[config.mk]
export PLATFORM = sky130hd
export DESIGN_NAME = spi_ctrl_top
export DESIGN_NICKNAME = d
export VERILOG_FILES = /design/src/logic/spi_ctrl_pkg.sv /design/src/logic/ctrl_reg_file.sv /design/src/logic/periph_cs_router.sv /design/src/logic/reg_frame_shifter.sv /design/src/logic/spi_ctrl_top.sv /design/src/logic/spi_pin_sync.sv
export VERILOG_INCLUDE_DIRS = /design/src /design/src/logic
export SDC_FILE = /design/constraint.sdc
export NUM_CORES = 1
export LEC_CHECK = 0
export BUFFER_PORTS_ARGS = -buffer_cell sky130_fd_sc_hd__buf_2
export CORE_MARGIN = 10
export CORE_UTILIZATION = 53
export DETAILED_ROUTE_END_ITERATION = 7
export PLACE_DENSITY = 0.74
export SLEW_MARGIN = 20
export SYNTH_ARGS = -nofsm -noshare
export SYNTH_HDL_FRONTEND = slang
export SYNTH_SLANG_ARGS = --single-unit
[constraint.sdc]
create_clock -name clk -period 1.9 [get_ports clk]
set_input_delay 0.095 -clock clk [delete_from_list [all_inputs] [get_ports clk]]
set_output_delay 0.095 -clock clk [all_outputs]
set_load 0.01 [all_outputs]
[src/logic/spi_ctrl_cfg.svh]
/*
  spi control block configuration
  register map, frame length, peripheral count and reset values
*/
`ifndef SPI_CTRL_CFG_SVH
`define SPI_CTRL_CFG_SVH

// register map, one address byte each
`define SPI_REG_POWERUP        8'd6
`define SPI_REG_LED            8'd7
`define SPI_REG_MUX            8'd8
`define SPI_REG_4094           8'd9
`define SPI_REG_DAC            8'd10
`define SPI_REG_SOFT_RESET     8'd11
`define SPI_REG_ADC            8'd14

// address byte then data byte
`define SPI_FRAME_BITS         16

// downstream peripherals behind cs2_n
`define SPI_PERIPH_COUNT       8
// strobe lines 4..6 are active high, the rest active low
`define SPI_PERIPH_ACTIVE_HIGH 8'h70

// dac control comes up with all lines high
`define SPI_DAC_RESET_VAL      4'b1111

`endif

[src/logic/spi_ctrl_pkg.sv]
/*
  spi control block types
  shared vectors, pin and event structs, shifter states
*/
`include "spi_ctrl_cfg.svh"

package spi_ctrl_pkg;

  // plain vectors with a meaning
  typedef logic [7:0]                     reg_addr_t;
  typedef logic [7:0]                     reg_byte_t;
  typedef logic [3:0]                     ctl_nibble_t;
  typedef logic [`SPI_PERIPH_COUNT-1:0]   periph_vec_t;
  typedef logic [4:0]                     frame_cnt_t;

  // raw pin levels, after sampling
  typedef struct packed {
    logic sclk;
    logic cs_n;
    logic cs2_n;
    logic mosi;
  } spi_pins_t;

  // synchronized levels plus single-cycle strobes
  typedef struct packed {
    spi_pins_t pins;
    logic      sclk_rise;
    logic      sclk_fall;
    // cs_n falling / rising
    logic      cs_open;
    logic      cs_close;
  } spi_edges_t;

  // one completed host frame
  typedef struct packed {
    logic      valid;
    reg_addr_t addr;
    reg_byte_t data;
  } frame_evt_t;

  typedef struct packed {
    ctl_nibble_t led;
    ctl_nibble_t gpio_4094;
    ctl_nibble_t dac;
    ctl_nibble_t adc;
    reg_byte_t   spi_mux;
  } ctl_regs_t;

  typedef enum logic [1:0] {
    SHIFT_IDLE,
    SHIFT_ADDR,
    SHIFT_DATA,
    SHIFT_DRAIN
  } shifter_state_e;

endpackage

[src/logic/ctrl_reg_file.sv]
/*
  control register file
  set/clear/toggle nibble registers, mux byte, reset and
  power-up commands, combinational readback
*/
`include "spi_ctrl_cfg.svh"

module ctrl_reg_file (
  input  logic                     clk,
  input  logic                     reset,
  input  spi_ctrl_pkg::frame_evt_t frame_evt,
  input  spi_ctrl_pkg::reg_addr_t  read_addr,
  output spi_ctrl_pkg::reg_byte_t  read_data,
  output spi_ctrl_pkg::ctl_regs_t  regs
);

  // low nibble sets, high nibble clears, overlap toggles
  function automatic spi_ctrl_pkg::ctl_nibble_t nibble_update(
    input spi_ctrl_pkg::ctl_nibble_t old_val,
    input spi_ctrl_pkg::reg_byte_t   wr_data
  );
    spi_ctrl_pkg::ctl_nibble_t set_bits;
    spi_ctrl_pkg::ctl_nibble_t clr_bits;
    set_bits = wr_data[3:0];
    clr_bits = wr_data[7:4];
    if ((set_bits & clr_bits) != '0)
      return old_val ^ (set_bits & clr_bits);
    else
      return (old_val | set_bits) & ~clr_bits;
  endfunction

  //////////////////////////////////////////////////////////////////////
  // writes and commands
  always_ff @(posedge clk)
  begin
    if (reset)
    begin
      regs.led       <= '0;
      regs.gpio_4094 <= '0;
      regs.dac       <= `SPI_DAC_RESET_VAL;
      regs.adc       <= '0;
      regs.spi_mux   <= '0;
    end
    else if (frame_evt.valid)
    begin
      case (frame_evt.addr)
        `SPI_REG_LED:  regs.led       <= nibble_update(regs.led, frame_evt.data);
        `SPI_REG_4094: regs.gpio_4094 <= nibble_update(regs.gpio_4094, frame_evt.data);
        `SPI_REG_DAC:  regs.dac       <= nibble_update(regs.dac, frame_evt.data);
        `SPI_REG_ADC:  regs.adc       <= nibble_update(regs.adc, frame_evt.data);
        // mux byte taken as is
        `SPI_REG_MUX:  regs.spi_mux   <= frame_evt.data;
        `SPI_REG_SOFT_RESET:
        begin
          // 4094 outputs survive a soft reset
          regs.led     <= '0;
          regs.spi_mux <= '0;
          regs.dac     <= '0;
          regs.adc     <= '0;
        end
        `SPI_REG_POWERUP:
        begin
          // dac already configured before rails come up, leave it
          regs.led <= '0;
          regs.adc <= '0;
        end
        default:
        begin
        end
      endcase
    end
  end

  //////////////////////////////////////////////////////////////////////
  // readback, nibbles zero-extended
  always_comb
  begin
    case (read_addr)
      `SPI_REG_LED:  read_data = {4'b0000, regs.led};
      `SPI_REG_4094: read_data = {4'b0000, regs.gpio_4094};
      `SPI_REG_DAC:  read_data = {4'b0000, regs.dac};
      `SPI_REG_ADC:  read_data = {4'b0000, regs.adc};
      `SPI_REG_MUX:  read_data = regs.spi_mux;
      default:       read_data = '0;
    endcase
  end

endmodule

[src/logic/periph_cs_router.sv]
/*
  peripheral chip select router
  mux register picks one peripheral for cs2_n, miso merged
  from the register shifter or that peripheral
*/
`include "spi_ctrl_cfg.svh"

module periph_cs_router (
  input  spi_ctrl_pkg::reg_byte_t   spi_mux,
  input  logic                      cs2_n,
  input  logic                      reg_dout,
  input  spi_ctrl_pkg::periph_vec_t periph_miso,
  output spi_ctrl_pkg::periph_vec_t periph_cs,
  output logic                      miso
);

  localparam spi_ctrl_pkg::periph_vec_t ACTIVE_HIGH = `SPI_PERIPH_ACTIVE_HIGH;

  spi_ctrl_pkg::periph_vec_t sel;
  spi_ctrl_pkg::periph_vec_t active;

  // mux value n selects peripheral n-1, 0 and >8 select none
  always_comb
  begin
    for (int i = 0; i < `SPI_PERIPH_COUNT; i++)
      sel[i] = (spi_mux == 8'(i + 1));
  end

  // only drive a select while the host holds cs2_n low
  assign active = sel & {`SPI_PERIPH_COUNT{~cs2_n}};

  // active-low lines inverted, strobes passed straight
  assign periph_cs = active ^ ~ACTIVE_HIGH;

  // register data when cs2_n idle, else the selected peripheral
  assign miso = cs2_n ? reg_dout : |(sel & periph_miso);

endmodule

[src/logic/reg_frame_shifter.sv]
/*
  register frame shifter
  collects address and data bytes under cs_n, shifts read data
  out MSB first and reports each complete 16-bit frame
*/
`include "spi_ctrl_cfg.svh"

module reg_frame_shifter (
  input  logic                     clk,
  input  logic                     reset,
  input  spi_ctrl_pkg::spi_edges_t edges,
  output spi_ctrl_pkg::reg_addr_t  read_addr,
  input  spi_ctrl_pkg::reg_byte_t  read_data,
  output logic                     reg_dout,
  output spi_ctrl_pkg::frame_evt_t frame_evt
);

  // bit counts that mark the byte boundaries
  localparam spi_ctrl_pkg::frame_cnt_t ADDR_LAST  = 5'(`SPI_FRAME_BITS / 2 - 1);
  localparam spi_ctrl_pkg::frame_cnt_t DATA_FIRST = 5'(`SPI_FRAME_BITS / 2);
  localparam spi_ctrl_pkg::frame_cnt_t FRAME_LAST = 5'(`SPI_FRAME_BITS - 1);
  localparam spi_ctrl_pkg::frame_cnt_t FRAME_FULL = 5'(`SPI_FRAME_BITS);

  spi_ctrl_pkg::shifter_state_e state_q;
  spi_ctrl_pkg::frame_cnt_t     cnt_q;
  spi_ctrl_pkg::reg_byte_t      shift_q;
  spi_ctrl_pkg::reg_addr_t      addr_q;
  spi_ctrl_pkg::reg_byte_t      tx_q;
  logic                         evt_valid_q;

  //////////////////////////////////////////////////////////////////////
  // frame state machine
  always_ff @(posedge clk)
  begin
    if (reset)
    begin
      state_q     <= spi_ctrl_pkg::SHIFT_IDLE;
      cnt_q       <= '0;
      reg_dout    <= 1'b0;
      evt_valid_q <= 1'b0;
    end
    else
    begin
      evt_valid_q <= 1'b0;
      if (edges.cs_close)
      begin
        // resync on every deassert, write only a full frame
        evt_valid_q <= (cnt_q == FRAME_FULL);
        state_q     <= spi_ctrl_pkg::SHIFT_IDLE;
        reg_dout    <= 1'b0;
      end
      else if (edges.cs_open)
      begin
        state_q <= spi_ctrl_pkg::SHIFT_ADDR;
        cnt_q   <= '0;
        tx_q    <= '0;
      end
      else if (edges.sclk_rise)
      begin
        case (state_q)
          spi_ctrl_pkg::SHIFT_ADDR:
          begin
            shift_q <= {shift_q[6:0], edges.pins.mosi};
            cnt_q   <= cnt_q + 5'd1;
            if (cnt_q == ADDR_LAST)
            begin
              // address complete, hold it for the read lookup
              addr_q  <= {shift_q[6:0], edges.pins.mosi};
              state_q <= spi_ctrl_pkg::SHIFT_DATA;
            end
          end
          spi_ctrl_pkg::SHIFT_DATA:
          begin
            shift_q <= {shift_q[6:0], edges.pins.mosi};
            cnt_q   <= cnt_q + 5'd1;
            if (cnt_q == FRAME_LAST)
              state_q <= spi_ctrl_pkg::SHIFT_DRAIN;
          end
          spi_ctrl_pkg::SHIFT_DRAIN:
          begin
            // extra clocks spoil the frame, saturate the count
            if (cnt_q != '1)
              cnt_q <= cnt_q + 5'd1;
          end
          default:
          begin
          end
        endcase
      end
      else if (edges.sclk_fall && state_q != spi_ctrl_pkg::SHIFT_IDLE
               && state_q != spi_ctrl_pkg::SHIFT_ADDR)
      begin
        if (cnt_q == DATA_FIRST)
        begin
          // first fall after bit 8, read word goes out MSB first
          reg_dout <= read_data[7];
          tx_q     <= {read_data[6:0], 1'b0};
        end
        else
        begin
          reg_dout <= tx_q[7];
          tx_q     <= {tx_q[6:0], 1'b0};
        end
      end
    end
  end

  assign read_addr = addr_q;

  // payload stays put until the next cs_open
  assign frame_evt = '{valid: evt_valid_q, addr: addr_q, data: shift_q};

endmodule

[src/logic/spi_ctrl_top.sv]
/*
  spi control block top level
  pin synchronizer, frame shifter, register file and router
*/
module spi_ctrl_top (
  input  logic                        clk,
  input  logic                        reset,
  input  logic                        sclk,
  input  logic                        cs_n,
  input  logic                        cs2_n,
  input  logic                        mosi,
  output logic                        miso,
  input  spi_ctrl_pkg::periph_vec_t   periph_miso,
  output spi_ctrl_pkg::periph_vec_t   periph_cs,
  output spi_ctrl_pkg::ctl_nibble_t   led,
  output spi_ctrl_pkg::ctl_nibble_t   gpio_4094,
  output spi_ctrl_pkg::ctl_nibble_t   dac_ctl,
  output spi_ctrl_pkg::ctl_nibble_t   adc_ctl
);

  spi_ctrl_pkg::spi_pins_t  pins;
  spi_ctrl_pkg::spi_edges_t edges;
  spi_ctrl_pkg::reg_addr_t  read_addr;
  spi_ctrl_pkg::reg_byte_t  read_data;
  spi_ctrl_pkg::frame_evt_t frame_evt;
  spi_ctrl_pkg::ctl_regs_t  regs;
  logic                     reg_dout;

  assign pins = '{sclk: sclk, cs_n: cs_n, cs2_n: cs2_n, mosi: mosi};

  //////////////////////////////////////////////////////////////////////
  // host side, register access on cs_n
  spi_pin_sync i_spi_pin_sync (
    .clk   (clk),
    .reset (reset),
    .pins  (pins),
    .edges (edges)
  );

  reg_frame_shifter i_reg_frame_shifter (
    .clk       (clk),
    .reset     (reset),
    .edges     (edges),
    .read_addr (read_addr),
    .read_data (read_data),
    .reg_dout  (reg_dout),
    .frame_evt (frame_evt)
  );

  ctrl_reg_file i_ctrl_reg_file (
    .clk       (clk),
    .reset     (reset),
    .frame_evt (frame_evt),
    .read_addr (read_addr),
    .read_data (read_data),
    .regs      (regs)
  );

  //////////////////////////////////////////////////////////////////////
  // peripheral side, pass-through on cs2_n
  periph_cs_router i_periph_cs_router (
    .spi_mux     (regs.spi_mux),
    .cs2_n       (edges.pins.cs2_n),
    .reg_dout    (reg_dout),
    .periph_miso (periph_miso),
    .periph_cs   (periph_cs),
    .miso        (miso)
  );

  // control nibbles out to the board
  assign led       = regs.led;
  assign gpio_4094 = regs.gpio_4094;
  assign dac_ctl   = regs.dac;
  assign adc_ctl   = regs.adc;

endmodule

[src/logic/spi_pin_sync.sv]
/*
  spi pin synchronizer
  two flops per pin into clk, then registered edge strobes
*/
module spi_pin_sync (
  input  logic                     clk,
  input  logic                     reset,
  input  spi_ctrl_pkg::spi_pins_t  pins,
  output spi_ctrl_pkg::spi_edges_t edges
);

  // idle bus, both selects deasserted
  localparam spi_ctrl_pkg::spi_pins_t PINS_IDLE = 4'b0110;

  spi_ctrl_pkg::spi_pins_t meta_q;
  spi_ctrl_pkg::spi_pins_t sync_q;

  //////////////////////////////////////////////////////////////////////
  // two-stage synchronizer
  always_ff @(posedge clk)
  begin
    if (reset)
    begin
      meta_q <= PINS_IDLE;
      sync_q <= PINS_IDLE;
    end
    else
    begin
      meta_q <= pins;
      sync_q <= meta_q;
    end
  end

  //////////////////////////////////////////////////////////////////////
  // edges, previous level is the registered copy in edges.pins
  always_ff @(posedge clk)
  begin
    if (reset)
    begin
      edges.pins      <= PINS_IDLE;
      edges.sclk_rise <= 1'b0;
      edges.sclk_fall <= 1'b0;
      edges.cs_open   <= 1'b0;
      edges.cs_close  <= 1'b0;
    end
    else
    begin
      edges.pins      <= sync_q;
      edges.sclk_rise <= sync_q.sclk & ~edges.pins.sclk;
      edges.sclk_fall <= ~sync_q.sclk & edges.pins.sclk;
      // cs_n is active low, open on its falling edge
      edges.cs_open   <= ~sync_q.cs_n & edges.pins.cs_n;
      edges.cs_close  <= sync_q.cs_n & ~edges.pins.cs_n;
    end
  end

endmodule

======== Word level (Yosys, flattened, before mapping) ========
Index checks and enable logic that the tools add are counted.
operators by class
  add/subtract/negate cells ............... 1
  equal/unequal tests ..................... 30
  mux-type cells .......................... 23
  bitwise gates (word level) .............. 30
  reductions and logical operators ........ 31
operators with widths
  operator              number
  $eq A8 B3 Y1 const B  6
  $eq A8 B4 Y1 const B  6
  $pmux W8 S5           1
  $mux W8               3
  $pmux W4 S2           3
  $and A4 B4 Y4         5
  $and A8 B8 Y8         2
  $eq A8 B2 Y1 const B  2
  $mux W4               4
  $or A4 B4 Y4          4
  $pmux W8 S2           1
  $reduce_and A4 Y1     4
  $reduce_bool A2 Y1    8
  $xor A4 B4 Y4         4
  $mux W5               3
  $eq A5 B4 Y1 const B  2
  $pmux W5 S2           1
  $reduce_and A2 Y1     5
  $ne A3 B2 Y1 const B  3
  $not A1 Y1            9
  $eq A8 B1 Y1 const B  1
  $reduce_or A2 Y1      4
  $reduce_or A8 Y1      1
  $ne A2 B1 Y1 const B  3
  other kinds (20)      30
storage, ports and cells
  register bits ........................... 73
  bits of input ports ..................... 14
  output and inout bits ................... 25
  word-level logic and storage cells ...... 144

======== Logic depth before layout (Yosys ltp) ========
Gate-level depths: netlist (run 1).
  word-level depth ........................ 5
  gate-level depth with buffers ........... 8
  gate-level depth less buffers ........... 8

======== Cells and area by module ========
From an unflattened synthesis (run 1), not the netlist that was laid out.
unflattened totals
  cells, all modules ...................... 352
  area total of the unflattened synthesis .. 3617.2 µm²
modules (own cells, without submodules)
  module             times used  cells each  area each (µm²)  sequential area each (µm²)
  reg_frame_shifter  1           118         1501.4           870.8
  ctrl_reg_file      1           176         1483.9           480.5
  spi_pin_sync       1           33          451.7            320.3
  periph_cs_router   1           25          180.2            0.0

======== Worst setup path after synthesis (run 1) ========
No wires, ideal clock.
  path type ............................... register -> register
  start ................................... register i_reg_frame_shifter.cnt_q[0]
  end ..................................... register i_reg_frame_shifter.cnt_q[3]
  library setup time ...................... 0.119 ns
  arrival time ............................ 1.803 ns
  required time ........................... 1.781 ns
  setup slack ............................. -0.022 ns
  cell stages (with the launch flop) ...... 9
  buffers on the path ..................... 0
  clock period less this slack ............ 1.922 ns
  cells stage by stage .................... dfxtp_1 ha_1 and3_1 ha_1 nor2b_1 o21ai_0 a21oi_1 nand4_1 mux2i_1
on the way
  word-level cells in the longest chain between the ends .. 5
  elaborated cells on any way between the ends .. 8
  those cells by class .................... add/sub: 1; eq/ne: 2; mux: 4; reduce/logical: 1
ends and longest elaborated chain
  item                      RTL line                                                                   text
  start: declaration        reg_frame_shifter.sv:25                                                    spi_ctrl_pkg::frame_cnt_t cnt_q;
  start signal: assignment  reg_frame_shifter.sv:64                                                    cnt_q <= cnt_q + 5'd1;
  start signal: assignment  reg_frame_shifter.sv:75                                                    cnt_q <= cnt_q + 5'd1;
  start signal: assignment  reg_frame_shifter.sv:83                                                    cnt_q <= cnt_q + 5'd1;
  $add A5 B1 Y5             reg_frame_shifter.sv:64, reg_frame_shifter.sv:75, reg_frame_shifter.sv:83
  $mux W5                   reg_frame_shifter.sv:82                                                    if (cnt_q != '1)
  $pmux W5 S2               reg_frame_shifter.sv:60                                                    case (state_q)
  $mux W5                   reg_frame_shifter.sv:58                                                    else if (edges.sclk_rise)
  $mux W5                   reg_frame_shifter.sv:52                                                    else if (edges.cs_open)
Parallel ways exist; a longest one is shown, timed or not. The select of a mux whose other input is x is not followed.
A chain may end at the register's enable or synchronous reset.

======== Worst setup path after layout (run 1) ========
  start ................................... register, netlist name i_ctrl_reg_file.regs[0]
  end ..................................... output miso
on the way
  word-level cells in the longest chain between the ends .. 4
  elaborated cells on any way between the ends .. 11
  those cells by class .................... eq/ne: 8; mux: 1; bitwise: 1; reduce/logical: 1
ends and longest elaborated chain
  item                                        RTL line                text
  $eq A8 B1 Y1, or another cell as far along  periph_cs_router.sv:26  sel[i] = (spi_mux == 8'(i + 1));
  $and A8 B8 Y8 (*)                           periph_cs_router.sv:36  assign miso = cs2_n ? reg_dout : |(sel & periph_miso);
  $reduce_or A8 Y1 (*)                        periph_cs_router.sv:36
  $mux W1 (*)                                 periph_cs_router.sv:36
  end: declaration                            spi_ctrl_top.sv:12      output logic miso,
Every way passes the cells marked *; elsewhere a longest branch is shown, timed or not.

==> metrics.md, run 1 <==
| Metric | Value |
|---|---|
| Crit Path Max Fanout | 2 |
| Post-synthesis sequential area ratio | 46.5% |
| CTS Root Buffer Type | clkbuf_8 |
| Yosys reg bits | 72 |
| Placed instance count | 490 |
| DP Area | 3860 sq um |
| DRT iter0 DRCs | ~200 |
| Post-Layout Cell Count | 512 |
| Die height | 102 um |
| Clock latency on the worst-skew pair | 0.35 ns |
| Area occupied by multi-input gates | 1750 sq um |
| Ys flop type | dfxtp_1 |
| Crit-path slowest cell | dfxtp_2 |
| Worst path max stage delay | ~0.36 ns |
| Final wirelength | 8.48 mm |
| Core area | 6460 sq um |
| Initial Util | a little under three fifths |
| Fin. max-slew vios | 0 |
| Via/cell ratio | ~5.9 |
| FF/Latch Area | 1680 sq um |
| Antenna cells | 0 |
| Status | completed |
| Worst setup SP type | flop |
| Mapped Cells | 388 |
| Setup-failing EPs final | 0 |
| XOR/XNOR Fraction of Synth Area | 0.244% |
| Critical Path AT | 1.72 ns |
| Crit path cell chain | mux2i_1 > o22ai_1 > a32o_1 > a221oi_2 > o21ai_0 > buf_2 |
| WP data required | roughly 1.8 ns |
| Pin count of the biggest net entering global routing | 26 |
| Register-to-register setup slack | around 0.11 ns |
| Clock skew | 0.0121 ns |
| Setup crit end kind | output pin |
| Worst setup endpoint | miso |
| CTS HTree Levels | 3 |
| Reg2Reg Launch Point | i_reg_frame_shifter.cnt_q[0] |
| Wire per inst | 16.6 um |
| Final Util | 65.1% |
| Multiplexer share of the synthesized area | 3.65% |
| Die X | 102 um |
| Post-DRT Antenna Nets | 0 |
| Total die area | around 10,000 sq um |
| CTS tree | done |
| Tmin final | about 1.8 ns |
| EDFF count, synth | 23 |
| Max Cap Viol | 0 |
| Leakage | 0.00159 uW |
| Inserted Clock Buffers | 9 |
| Num ports | 39 |
| Avg Inst Size Synth | 9.27 sq um |
| Nets | 452 |
| Fraction of the mapped netlist area in simple logic gates | 24.6% |
| Reg-to-reg critical path endpoint | i_reg_frame_shifter.cnt_q[0] |
| Initial antenna violation count | 0 |
| Final HPWL DP | 6.15 mm |
| Vias in the first global route | approximately 2,800 |
| Post-Synth Adder-Cell Area | about 2.8% |
| Via Count | 3,038 |
| Layout area overhead | 16.9% |
| Synthesized cell area | between 3000 and 4000 sq um |
| First-pass GRT wire length | 13.8 mm |
| Async set-reset flop share out of synthesis | 0% |
| Crit path buffers/inverters | 1 |
| Clock Sinks | 72 |
| PwrDens | 716 nW/um^2 |
| Largest delay share family, worst path | compound AO/OA/AOI/OAI gates |
| R2R cell count | 9 |
| Compound-cell area share of the yosys netlist | 16.0% |
| Hold Violations, Final | 0 |
| # DRC | 0 |
| Max Freq | approximately 0.55 GHz |
| Slew @ Worst Pin | roughly 0.44 ns |
| Synthesis warning total | 0 |
| Share of cells above drive strength 1 | approximately a quarter |
| Critical path origin | i_ctrl_reg_file.regs[0] |
| DRT Pass-1 Iters | 4 |
| WP depth | 6 |
| Largest family of logic cells by synthesized area | simple AND/OR/NAND/NOR gates |
| IO Port Bufs | 38 |
| GRT Total Usage | between 10% and 20% |
| Normalized max-slew margin | 70.9% |
| WHS | 0.176 ns |
| Distinct cells, synth | 52 |
| Syn Nets | 410 |
| Layout fillers | 499 |
| Clk buf depth | 2 |
| Fin crit share | 95.5% |
| Hold Crit Class | input pin to flop |
| Final Wtd Congestion | 0.958 |
| Total gr overflow | 0 |
| VDD IR max | between 0.0006 and 0.0007 V |
| Finished layout cell area | around 4200 sq um |
| WS Path Type | flop to output pin |
| Worst-path clk slew | 0.08 ns |
| Cell Rows | 29 |
## registers in the layout, summed over array words and instances (netlist names)
signal                           flops
i_reg_frame_shifter.reg_dout         1
i_reg_frame_shifter.state_q          2
i_reg_frame_shifter.evt_valid_q      1
i_reg_frame_shifter.read_addr        8
i_reg_frame_shifter.cnt_q            5
i_reg_frame_shifter.tx_q             7
i_ctrl_reg_file.regs                24
i_reg_frame_shifter.shift_q          8
i_spi_pin_sync.meta_q                4
i_spi_pin_sync.sync_q                4
i_spi_pin_sync.edges                 8
## where the power goes
part           internal, uW  total, uW  switching, uW
Combinational          39.2       82.8           43.6
Clock                   738       1330            589
Sequential             1590       1600           7.60
Total                  2370       3010            640
## cell usage after synthesis (2+ instances only)
library cell | count | share of area [%]
inv_1 | 11 | 1.1
a22oi_1 | 2 | 0.42
nand3_1 | 23 | 3.2
nor3b_1 | 2 | 0.42
mux2i_1 | 12 | 3.3
a2bb2oi_1 | 2 | 0.49
nand2_1 | 50 | 5.2
nor2_4 | 2 | 0.63
buf_2 | 2 | 0.28
nor2_1 | 28 | 2.9
a21oi_1 | 32 | 4.5
o21ai_0 | 15 | 2.1
or2_2 | 6 | 1.0
and3_1 | 4 | 0.70
nor3_1 | 6 | 0.84
or4b_2 | 2 | 0.56
nand3b_1 | 4 | 0.84
buf_4 | 16 | 3.3
and2_1 | 3 | 0.52
a311oi_1 | 12 | 2.9
nand2b_1 | 5 | 0.87
o21a_1 | 7 | 1.5
nor2b_1 | 15 | 2.6
a211oi_1 | 5 | 1.0
ha_1 | 8 | 2.8
edfxtp_1 | 23 | 19
a31oi_1 | 4 | 0.70
nand4_1 | 2 | 0.35
dfxtp_1 | 49 | 27
clkbuf_1 | 14 | 1.5
## worst min-delay path by stage
stage,depth (start not counted),startpoint,to
after floorplan,1,cs2_n,i_spi_pin_sync.meta_q[1]
after global placement,2,cs2_n,i_spi_pin_sync.meta_q[1]
after CTS,2,reset,i_reg_frame_shifter.cnt_q[1]
after global routing,2,reset,i_spi_pin_sync.meta_q[3]
after detailed placement,2,cs2_n,i_spi_pin_sync.meta_q[1]
final,2,reset,i_reg_frame_shifter.cnt_q[4]
## logic make-up (layout without fill, tap and decap cells)
logic type | count (synthesis) | in the layout
AOI/OAI and AO/OA | 88 | 88
muxes | 13 | 13
xor gates and xnor gates | 1 | 1
and+or+nand+nor | 163 | 163
adders and majority gates | 8 | 8
DFF | 72 | 72
buffers and inverters | 43 | 90
## metal layers
| layer | GRT usage, % | wire length (um) |
|---|---|---|
| met2 | 25.9 | 3820 |
| met4 | 7.70 | 178 |
| met5 | 0 | 0 |
| met3 | 4.12 | 730 |
| met1 | 21.4 | 3750 |
## timing repair
item / 4_1_cts / 5_1_grt
gates resized for setup: 1 / 20
hold buffers: 4 / 0
hold endpoints to repair: 4 / 0
endpoints found under the setup margin: 11 / 24
setup buffers: 1 / 1
pin swaps: 1 / 4
## layout by cell type (no fill, tap or decap), types with 2 or more instances in the layout
| cell type | count |
|---|---|
| buf_4 | 18 |
| buf_6 | 3 |
| inv_1 | 11 |
| and3_1 | 3 |
| mux2i_1 | 12 |
| o21a_1 | 7 |
| nand3b_1 | 4 |
| ha_1 | 8 |
| and2_1 | 3 |
| or2_2 | 6 |
| a21oi_1 | 31 |
| edfxtp_1 | 23 |
| nor2b_1 | 14 |
| clkinvlp_4 | 3 |
| nand4_1 | 2 |
| o21ai_0 | 14 |
| a311oi_1 | 11 |
| nor2_2 | 2 |
| a22oi_1 | 2 |
| buf_2 | 37 |
| nand3_1 | 23 |
| a31oi_1 | 4 |
| nor2_4 | 2 |
| dfxtp_2 | 4 |
| nor3_1 | 5 |
| clkbuf_8 | 9 |
| a2bb2oi_1 | 2 |
| dlygate4sd3_1 | 4 |
| dfxtp_1 | 44 |
| nor3b_1 | 2 |
| nand2b_1 | 5 |
| nand2_1 | 49 |
| a211oi_1 | 4 |
| bufinv_16 | 2 |
| nor2_1 | 26 |
## worst reg2reg max path, delay by kind of cell (launching register included)
family	cells	cell delay, ns
compound gates	2	0.24
flops	1	0.36
fa+ha+maj	2	0.40
buf+inv	1	0.14
simple gates	3	0.34
mux	1	0.20
## area by class of cell
type                       instances  share of cell area, %
clock buffer                       9                   2.95
clock inverter                     7                   2.29
inverter                          11                  0.982
multi-input combinational        273                   41.7
sequential                        72                   40.0
tap                               77                   2.29
timing repair buffer              63                   9.85
## per-stage QoR
stage | power, uW | setup slack, ns | TNS, ns
after floorplan | 1680 | 0.0664 | 0
after global routing | 3100 | -0.0229 | -0.0229
after detailed placement | 1710 | -0.0172 | -0.149
after global placement | 1700 | 0.0461 | 0
after CTS | 3020 | 0.0127 | 0
final | 3010 | 0.0846 | 0
(Power assumes the default switching activity.)
==> inputs of run 2 (changes only) <==
--- a/config.mk
+++ b/config.mk
@@ -11,6 +11,7 @@
 export CORE_UTILIZATION = 53
 export DETAILED_ROUTE_END_ITERATION = 7
 export PLACE_DENSITY = 0.74
+export SETUP_SLACK_MARGIN = 0.2
 export SLEW_MARGIN = 20
 export SYNTH_ARGS = -nofsm -noshare
 export SYNTH_HDL_FRONTEND = slang
==> run 2 against run 1 <==
Effect of this change: clock power down 19%; die area did not move; maximum frequency up 0.64%; global-route usage grew 1.1 points; via count rose by 6.6%; critical path type unchanged; largest cell class unchanged.
==> metrics.md, run 2 (synthesis results as in run 1) <==
| Metric | Value |
|---|---|
| RSZ-0062 raised after global routing | true |
| Core area | 6460 sq um (unchanged) |
| Die X | 102 um (unchanged) |
| Critical Path AT | 1.71 ns (was 1.72 ns) |
| Tmin final | 1.80 ns (was 1.82 ns) |
| Normalized max-slew margin | 75.8% (was 70.9%) |
| Slew @ Worst Pin | 0.363 ns (was 0.437 ns) |
| Via/cell ratio | 6.04 (was 5.93) |
| Clock Sinks | 72 (unchanged) |
| Commonest non-fill, non-tap cells in the layout | nand2_1 (49), dfxtp_1 (39), buf_2 (37), buf_4 (36), edfxtp_1 (23) (was nand2_1 (49), dfxtp_1 (44), buf_2 (37), a21oi_1 (31), nor2_1 (26)) |
| Initial Util | 55.7% (unchanged) |
| Share of cells above drive strength 1 | 36.4% (was 24.8%) |
| IO Port Bufs | 38 (unchanged) |
| Status | completed (unchanged) |
| Fin crit share | 94.9% (was 95.5%) |
| Antenna cells | 0 (unchanged) |
| Final Util | 70.6% (was 65.1%) |
| Inserted Clock Buffers | 9 (unchanged) |
| Final Wtd Congestion | 0.874 (was 0.958) |
| Wire per inst | 17.9 um (was 16.6 um) |
| Via Count | 3,239 (was 3,038) |
| Final HPWL DP | 6.18 mm (was 6.15 mm) |
| Placed instance count | 489 (was 490) |
| Max Freq | 0.554 GHz (was 0.551 GHz) |
| Layout fillers | 466 (was 499) |
| Most common cell after layout, fill and taps aside | nand2_1 (unchanged) |
| CTS Root Buffer Type | clkbuf_8 (unchanged) |
| Worst-path clk slew | 0.07 ns (was 0.08 ns) |
| First-pass GRT wire length | 14.6 mm (was 13.8 mm) |
| Max reg flops | 24 (unchanged) |
| Leakage | 0.00174 uW (was 0.00159 uW) |
| Final wirelength | 9.61 mm (was 8.48 mm) |
| Total die area | 10,500 sq um (unchanged) |
| Setup TNS Final | 0 ns (unchanged) |
| CTS HTree Levels | 3 (unchanged) |
| Layout area overhead | 26.9% (was 16.9%) |
| Initial antenna violation count | 0 (unchanged) |
| Clock latency on the worst-skew pair | 0.36 ns (was 0.35 ns) |
| PwrDens | 607 nW/um^2 (was 716 nW/um^2) |
| # DRC | 0 (unchanged) |
| Die height | 102 um (unchanged) |
| Hold Crit Class | input pin to flop (unchanged) |
| Hold Violations, Final | 0 (unchanged) |
| Post-Layout Cell Count | 536 (was 512) |
| Worst setup SP type | flop (unchanged) |
| WP data required | 1.80 ns (about the same) |
| Cell Rows | 29 (unchanged) |
| Clock skew | 0.00685 ns (was 0.0121 ns) |
| Clk buf depth | 2 (unchanged) |
| Fin. max-slew vios | 0 (unchanged) |
| Vias in the first global route | 2,962 (was 2,815) |
| Top reg by flops | i_ctrl_reg_file.regs (unchanged) |
| Nets | 476 (was 452) |
| Post-DRT Antenna Nets | 0 (unchanged) |
| Total gr overflow | 0 (unchanged) |
| DRT iter0 DRCs | 166 (was 203) |
| DRT Pass-1 Iters | 5 (was 4) |
| Num ports | 39 (unchanged) |
| CTS tree | done (unchanged) |
| VDD IR max | 0.000564 V (was 0.000627 V) |
| Setup crit end kind | output pin (unchanged) |
| Setup-failing EPs final | 0 (unchanged) |
| Pin count of the biggest net entering global routing | 32 (was 26) |
| Max Cap Viol | 0 (unchanged) |
| GRT Total Usage | 17.8% (was 16.7%) |
| WS Path Type | flop to output pin (unchanged) |
| Crit Path Max Fanout | 3 (was 2) |
## run 2: cell types whose count changed in the layout (fill, tap and decap cells not counted), moves of 7 or more
cell and delta:
buf_4 +18, a21oi_1 -11, a21oi_2 +10, buf_6 +7
nor2_4 +7
## run 2: timing repair
| item | 4_1_cts | 5_1_grt |
|---|---|---|
| setup endpoints to repair | 37 | 62 |
| gates resized for setup | 23 | 53 |
| hold buffers | 4 | 0 |
| endpoints found under the hold margin | 4 | 0 |
| setup buffers | 13 | 14 |
| pin swaps | 10 | 34 |
## run 2: layer usage
metal	up-vias	part of all wire [%]	track usage, %
met5	-	0	0
met4	0	3.2	9.65
met3	26	8.9	5.33
met2	142	48	28.7
met1	1554	40	20.9
li1	1517	-	-
## run 2: area by class of cell
type                    count  area, sq um  area share (%)
flip-flops and latches     72         1690            37.0
repair buffers             87          608            13.3
inverters                  11         41.3           0.905
clock buffers              10          128            2.80
multi-input cells         273         1960            42.9
clock inverters             6         43.8           0.960
well taps                  77         96.3            2.11
## run 2: stage by stage
step / setup slack, ns / total power, uW / cell area, sq um / hold slack (ns)
finish: 0.0961 / 2770 / 4560 / 0.141
global route: 0.0361 / 2870 / 4560 / 0.149
CTS: 0.0771 / 2780 / 4250 / 0.123
detailed placement: 0.0556 / 1710 / 3860 / 0.282
global placement: 0.0991 / 1700 / 3860 / 0.278
floorplan: 0.0743 / 1680 / 3620 / 0.199
## run 2: worst paths after layout
check / from / end / slack (ns) / depth (start not counted)
min reg2reg: i_spi_pin_sync.edges[7] / i_spi_pin_sync.edges[3] / 0.41 / 1
max reg2reg: i_reg_frame_shifter.read_addr[5] / i_ctrl_reg_file.regs[15] / 0.12 / 6
max: i_ctrl_reg_file.regs[0] / miso / 0.1 / 6
min: reset / i_ctrl_reg_file.regs[3] / 0.14 / 2
## run 2: power by group
group / internal, uW / switching, uW / leakage [uW]
clock: 478 / 602 / 0.0000832
sequential: 1590 / 7.94 / 0.000608
combinational: 41.7 / 48.6 / 0.00105
total: 2110 / 658 / 0.00174
## run 2: worst max-delay path, cell delays in order (launching register included)
cell      delay [ns]
dfxtp_2         0.35
mux2i_1         0.19
o22ai_1         0.10
a32o_1          0.23
a221oi_2        0.23
o21ai_1         0.11
buf_2           0.15
==> inputs of run 3 (changes only) <==
--- a/config.mk
+++ b/config.mk
@@ -8,11 +8,13 @@
 export LEC_CHECK = 0
 export BUFFER_PORTS_ARGS = -buffer_cell sky130_fd_sc_hd__buf_2
 export CORE_MARGIN = 10
-export CORE_UTILIZATION = 53
+export CORE_UTILIZATION = 50
 export DETAILED_ROUTE_END_ITERATION = 7
-export PLACE_DENSITY = 0.74
+export PLACE_DENSITY = 0.7
 export SETUP_SLACK_MARGIN = 0.2
+export SKIP_LAST_GASP = 1
 export SLEW_MARGIN = 20
 export SYNTH_ARGS = -nofsm -noshare
 export SYNTH_HDL_FRONTEND = slang
+export SYNTH_HIERARCHICAL = 1
 export SYNTH_SLANG_ARGS = --single-unit
==> run 3 against run 2 <==
Effect of this change: the run now ends with negative setup slack left; design area fell by 0.49%; cell count fell by 2.2%; sequential power is essentially flat; critical path depth decreased by 2; via count is 6.0% lower; area after synthesis up 0.59%; power rose by 3.9%; sequential cell count is the same; maximum frequency shrank 9.3%; highest routed layer unchanged.
==> metrics.md, run 3 <==
| Metric | Value |
|---|---|
| Status | finished, violations left (was completed) |
| Failing checks | negative setup slack |
| Synthesis warning total | 6 (was 0) |
| Hold Violations, Final | 0 (unchanged) |
| DRT Pass-1 Iters | 5 (unchanged) |
| Pin count of the biggest net entering global routing | 21 (was 32) |
| Fin crit share | 105% (was 94.9%) |
| Critical Path AT | 1.89 ns (was 1.71 ns) |
| Critical path origin | i_ctrl_reg_file/regs[7] (was i_ctrl_reg_file.regs[0]) |
| Async set-reset flop share out of synthesis | 0% (unchanged) |
| Synth area leader | dfxtp_1 (unchanged) |
| EDFF count, synth | 23 (unchanged) |
| # DRC | 0 (unchanged) |
| Cell Rows | 30 (was 29) |
| Vias in the first global route | 2,918 (was 2,962) |
| RSZ-0062 raised after global routing | true (unchanged) |
| Max Freq | 0.503 GHz (was 0.554 GHz) |
| Finished layout cell area | 4540 sq um (was 4560 sq um) |
| VDD IR max | 0.000382 V (was 0.000564 V) |
| CTS tree | done (unchanged) |
| Top post-synthesis cells by area | dfxtp_1 (27%), edfxtp_1 (19%), mux2i_1 (3.9%) (was dfxtp_1 (27%), edfxtp_1 (19%), nand2_1 (5.2%)) |
| CTS Root Buffer Type | clkbuf_8 (unchanged) |
| WP data required | 1.80 ns (about the same) |
| Final Wtd Congestion | 0.915 (was 0.874) |
| PwrDens | 634 nW/um^2 (was 607 nW/um^2) |
| Placed instance count | 487 (was 489) |
| Setup-failing EPs final | 4 (was 0) |
| Normalized max-slew margin | 64.7% (was 75.8%) |
| Setup crit end kind | output pin (unchanged) |
| Worst-path clk slew | 0.07 ns (about the same) |
| Clock Sinks | 72 (unchanged) |
| Worst setup endpoint | miso (unchanged) |
| Ys flop type | dfxtp_1 (unchanged) |
| First-pass GRT wire length | 14.5 mm (was 14.6 mm) |
| Num ports | 39 (unchanged) |
| Clk buf depth | 2 (unchanged) |
| CTS HTree Levels | 3 (unchanged) |
| Core area | 6910 sq um (was 6460 sq um) |
| Via/cell ratio | 5.81 (was 6.04) |
| Commonest non-fill, non-tap cells in the layout | dfxtp_1 (42), buf_2 (38), buf_4 (32), nand2_1 (27), edfxtp_1 (23) (was nand2_1 (49), dfxtp_1 (39), buf_2 (37), buf_4 (36), edfxtp_1 (23)) |
| IO Port Bufs | 38 (unchanged) |
| Total die area | 11,000 sq um (was 10,500 sq um) |
| DRT iter0 DRCs | 134 (was 166) |
| Reg-to-reg critical path endpoint | i_reg_frame_shifter/tx_q[3] (was i_ctrl_reg_file.regs[15]) |
| Most common cell after layout, fill and taps aside | dfxtp_1 (was nand2_1) |
| Fin. max-slew vios | 0 (unchanged) |
| Top reg by flops | i_ctrl_reg_file/regs (was i_ctrl_reg_file.regs) |
| Clock skew | 0.0104 ns (was 0.00685 ns) |
| Worst setup SP type | flop (unchanged) |
| Max reg flops | 24 (unchanged) |
| GRT Total Usage | 16.0% (was 17.8%) |
| Yosys reg bits | 72 (unchanged) |
| Initial Util | 52.4% (was 55.7%) |
| Register-to-register setup slack | 0.06 ns (was 0.12 ns) |
| Cell with the most instances after synthesis | dfxtp_1 (was nand2_1) |
| Synth cell count leaders | dfxtp_1 (49), nand2_1 (27), edfxtp_1 (23) (was nand2_1 (50), dfxtp_1 (49), a21oi_1 (32)) |
| Die X | 105 um (was 102 um) |
| Tmin final | 1.99 ns (was 1.80 ns) |
| Final Util | 65.7% (was 70.6%) |
| Post-synthesis sequential area ratio | 46.2% (was 46.5%) |
| Leakage | 0.00168 uW (was 0.00174 uW) |
| Post-Layout Cell Count | 524 (was 536) |
| Hold Crit Class | input pin to flop (unchanged) |
| Distinct cells, synth | 64 (was 52) |
| Slew @ Worst Pin | 0.529 ns (was 0.363 ns) |
| Final wirelength | 9.23 mm (was 9.61 mm) |
| Nets | 445 (was 476) |
| Die height | 105 um (was 102 um) |
| Mapped Cells | 352 (was 388) |
| Synth top area share | 27.1% (was 27.3%) |
| Share of cells above drive strength 1 | 35.5% (was 36.4%) |
| Post-DRT Antenna Nets | 0 (unchanged) |
| Layout fillers | 547 (was 466) |
| Inserted Clock Buffers | 9 (unchanged) |
| Antenna cells | 0 (unchanged) |
| Syn Nets | 374 (was 410) |
| Layout area overhead | 25.5% (was 26.9%) |
| Worst Setup Slack, final | -0.0881 ns (was 0.0961 ns) |
| Max Cap Viol | 0 (unchanged) |
| Clock latency on the worst-skew pair | 0.35 ns (was 0.36 ns) |
| Initial antenna violation count | 0 (unchanged) |
| Final HPWL DP | 6.44 mm (was 6.18 mm) |
| Synthesized cell area | 3620 sq um (was 3600 sq um) |
| Crit Path Max Fanout | 4 (was 3) |
| Pwr Total | 2880 uW (was 2770 uW) |
| Total gr overflow | 0 (unchanged) |
| Avg Inst Size Synth | 10.3 sq um (was 9.27 sq um) |
| DP Area | 4000 sq um (was 3860 sq um) |
| R2R cell count | 6 (unchanged) |
| Place WS | 0.0553 ns (was 0.0556 ns) |
| WS Path Type | flop to output pin (unchanged) |
| Reg2Reg Launch Point | i_reg_frame_shifter/read_addr[4] (was i_reg_frame_shifter.read_addr[5]) |
| Via Count | 3,045 (was 3,239) |
| Wire per inst | 17.6 um (was 17.9 um) |
[run 3: cell types whose count changed in the layout (fill, tap and decap cells not counted), moves of 6 or more]
cell / previous run / this run
nand4_1: 2 / 11
a22oi_1: 1 / 8
nor2b_1: 15 / 7
or2_2: 6 / 0
nand2_1: 49 / 27
a311oi_1: 11 / 3
a21oi_1: 20 / 1
a21oi_2: 11 / 4
and2b_2: 0 / 6
nand3_1: 22 / 12
or2_1: 0 / 8
nor2_4: 9 / 0
o21ai_0: 8 / 1
a22o_1: 1 / 8
[run 3: worst min-delay path by stage]
stage,start,end,depth (start not counted)
after floorplan,reset,i_reg_frame_shifter/cnt_q[0],1
after global placement,cs_n,i_spi_pin_sync/meta_q[2],2
after detailed placement,cs_n,i_spi_pin_sync/meta_q[2],2
after CTS,reset,i_ctrl_reg_file/regs[18],2
after global routing,reset,i_ctrl_reg_file/regs[18],2
final,reset,i_ctrl_reg_file/regs[18],2
[run 3: cell type report]
type | count | area, sq um | area share [%]
clock buffers | 13 | 181 | 4.00
flip-flops and latches | 72 | 1680 | 37.1
repair buffers | 80 | 547 | 12.0
clock inverters | 3 | 21.3 | 0.469
well taps | 96 | 120 | 2.65
inverters | 14 | 52.6 | 1.16
multi-input cells | 246 | 1930 | 42.6
[run 3: kinds of logic (layout without fill, tap and decap cells)]
family / count (synthesis) / count (layout) / synth area share (%)
adders and majority gates: 8 / 8 / 2.77
and+or+nand+nor: 155 / 156 / 26.8
buffers and inverters: 35 / 110 / 5.12
DFF: 72 / 72 / 46.2
xor gates and xnor gates: 2 / 2 / 0.484
muxes: 17 / 17 / 5.12
AOI/OAI and AO/OA: 63 / 63 / 13.5
[run 3: per-stage QoR]
step / hold slack (ns) / setup TNS (ns)
after floorplan: 0.167 / 0
after global placement: 0.282 / 0
after detailed placement: 0.274 / 0
after CTS: 0.173 / -0.347
after global routing: 0.222 / -0.741
final: 0.210 / -0.258
[run 3: per-layer routing]
metal  share of wire (%)  global-route usage [%]  wire length [um]
met5                   0                       0                 0
met4                 2.6                    7.35               244
met3                 7.5                    4.30               694
met2                  46                    24.9              4290
met1                  43                    20.0              4010
[run 3: report_power, final]
part	total [uW]	switching, uW	internal (uW)
combinational	86.5	45.2	41.2
clock	1190	558	634
sequential	1600	8.70	1590
[run 3: timing repair]
action / in CTS / in global routing
hold endpoints to repair: 4 / 0
resized for setup: 14 / 31
pin swaps: 19 / 30
hold buffers: 4 / 0
endpoints found under the setup margin: 47 / 61
gates cloned: 0 / 1
setup buffers: 5 / 11
[run 3: critical path, stage by stage, from the launching register on]
cell and delay, ns:
dfxtp_2 0.32, or3_4 0.39, or4_4 0.46, o21ai_0 0.21, buf_2 0.17
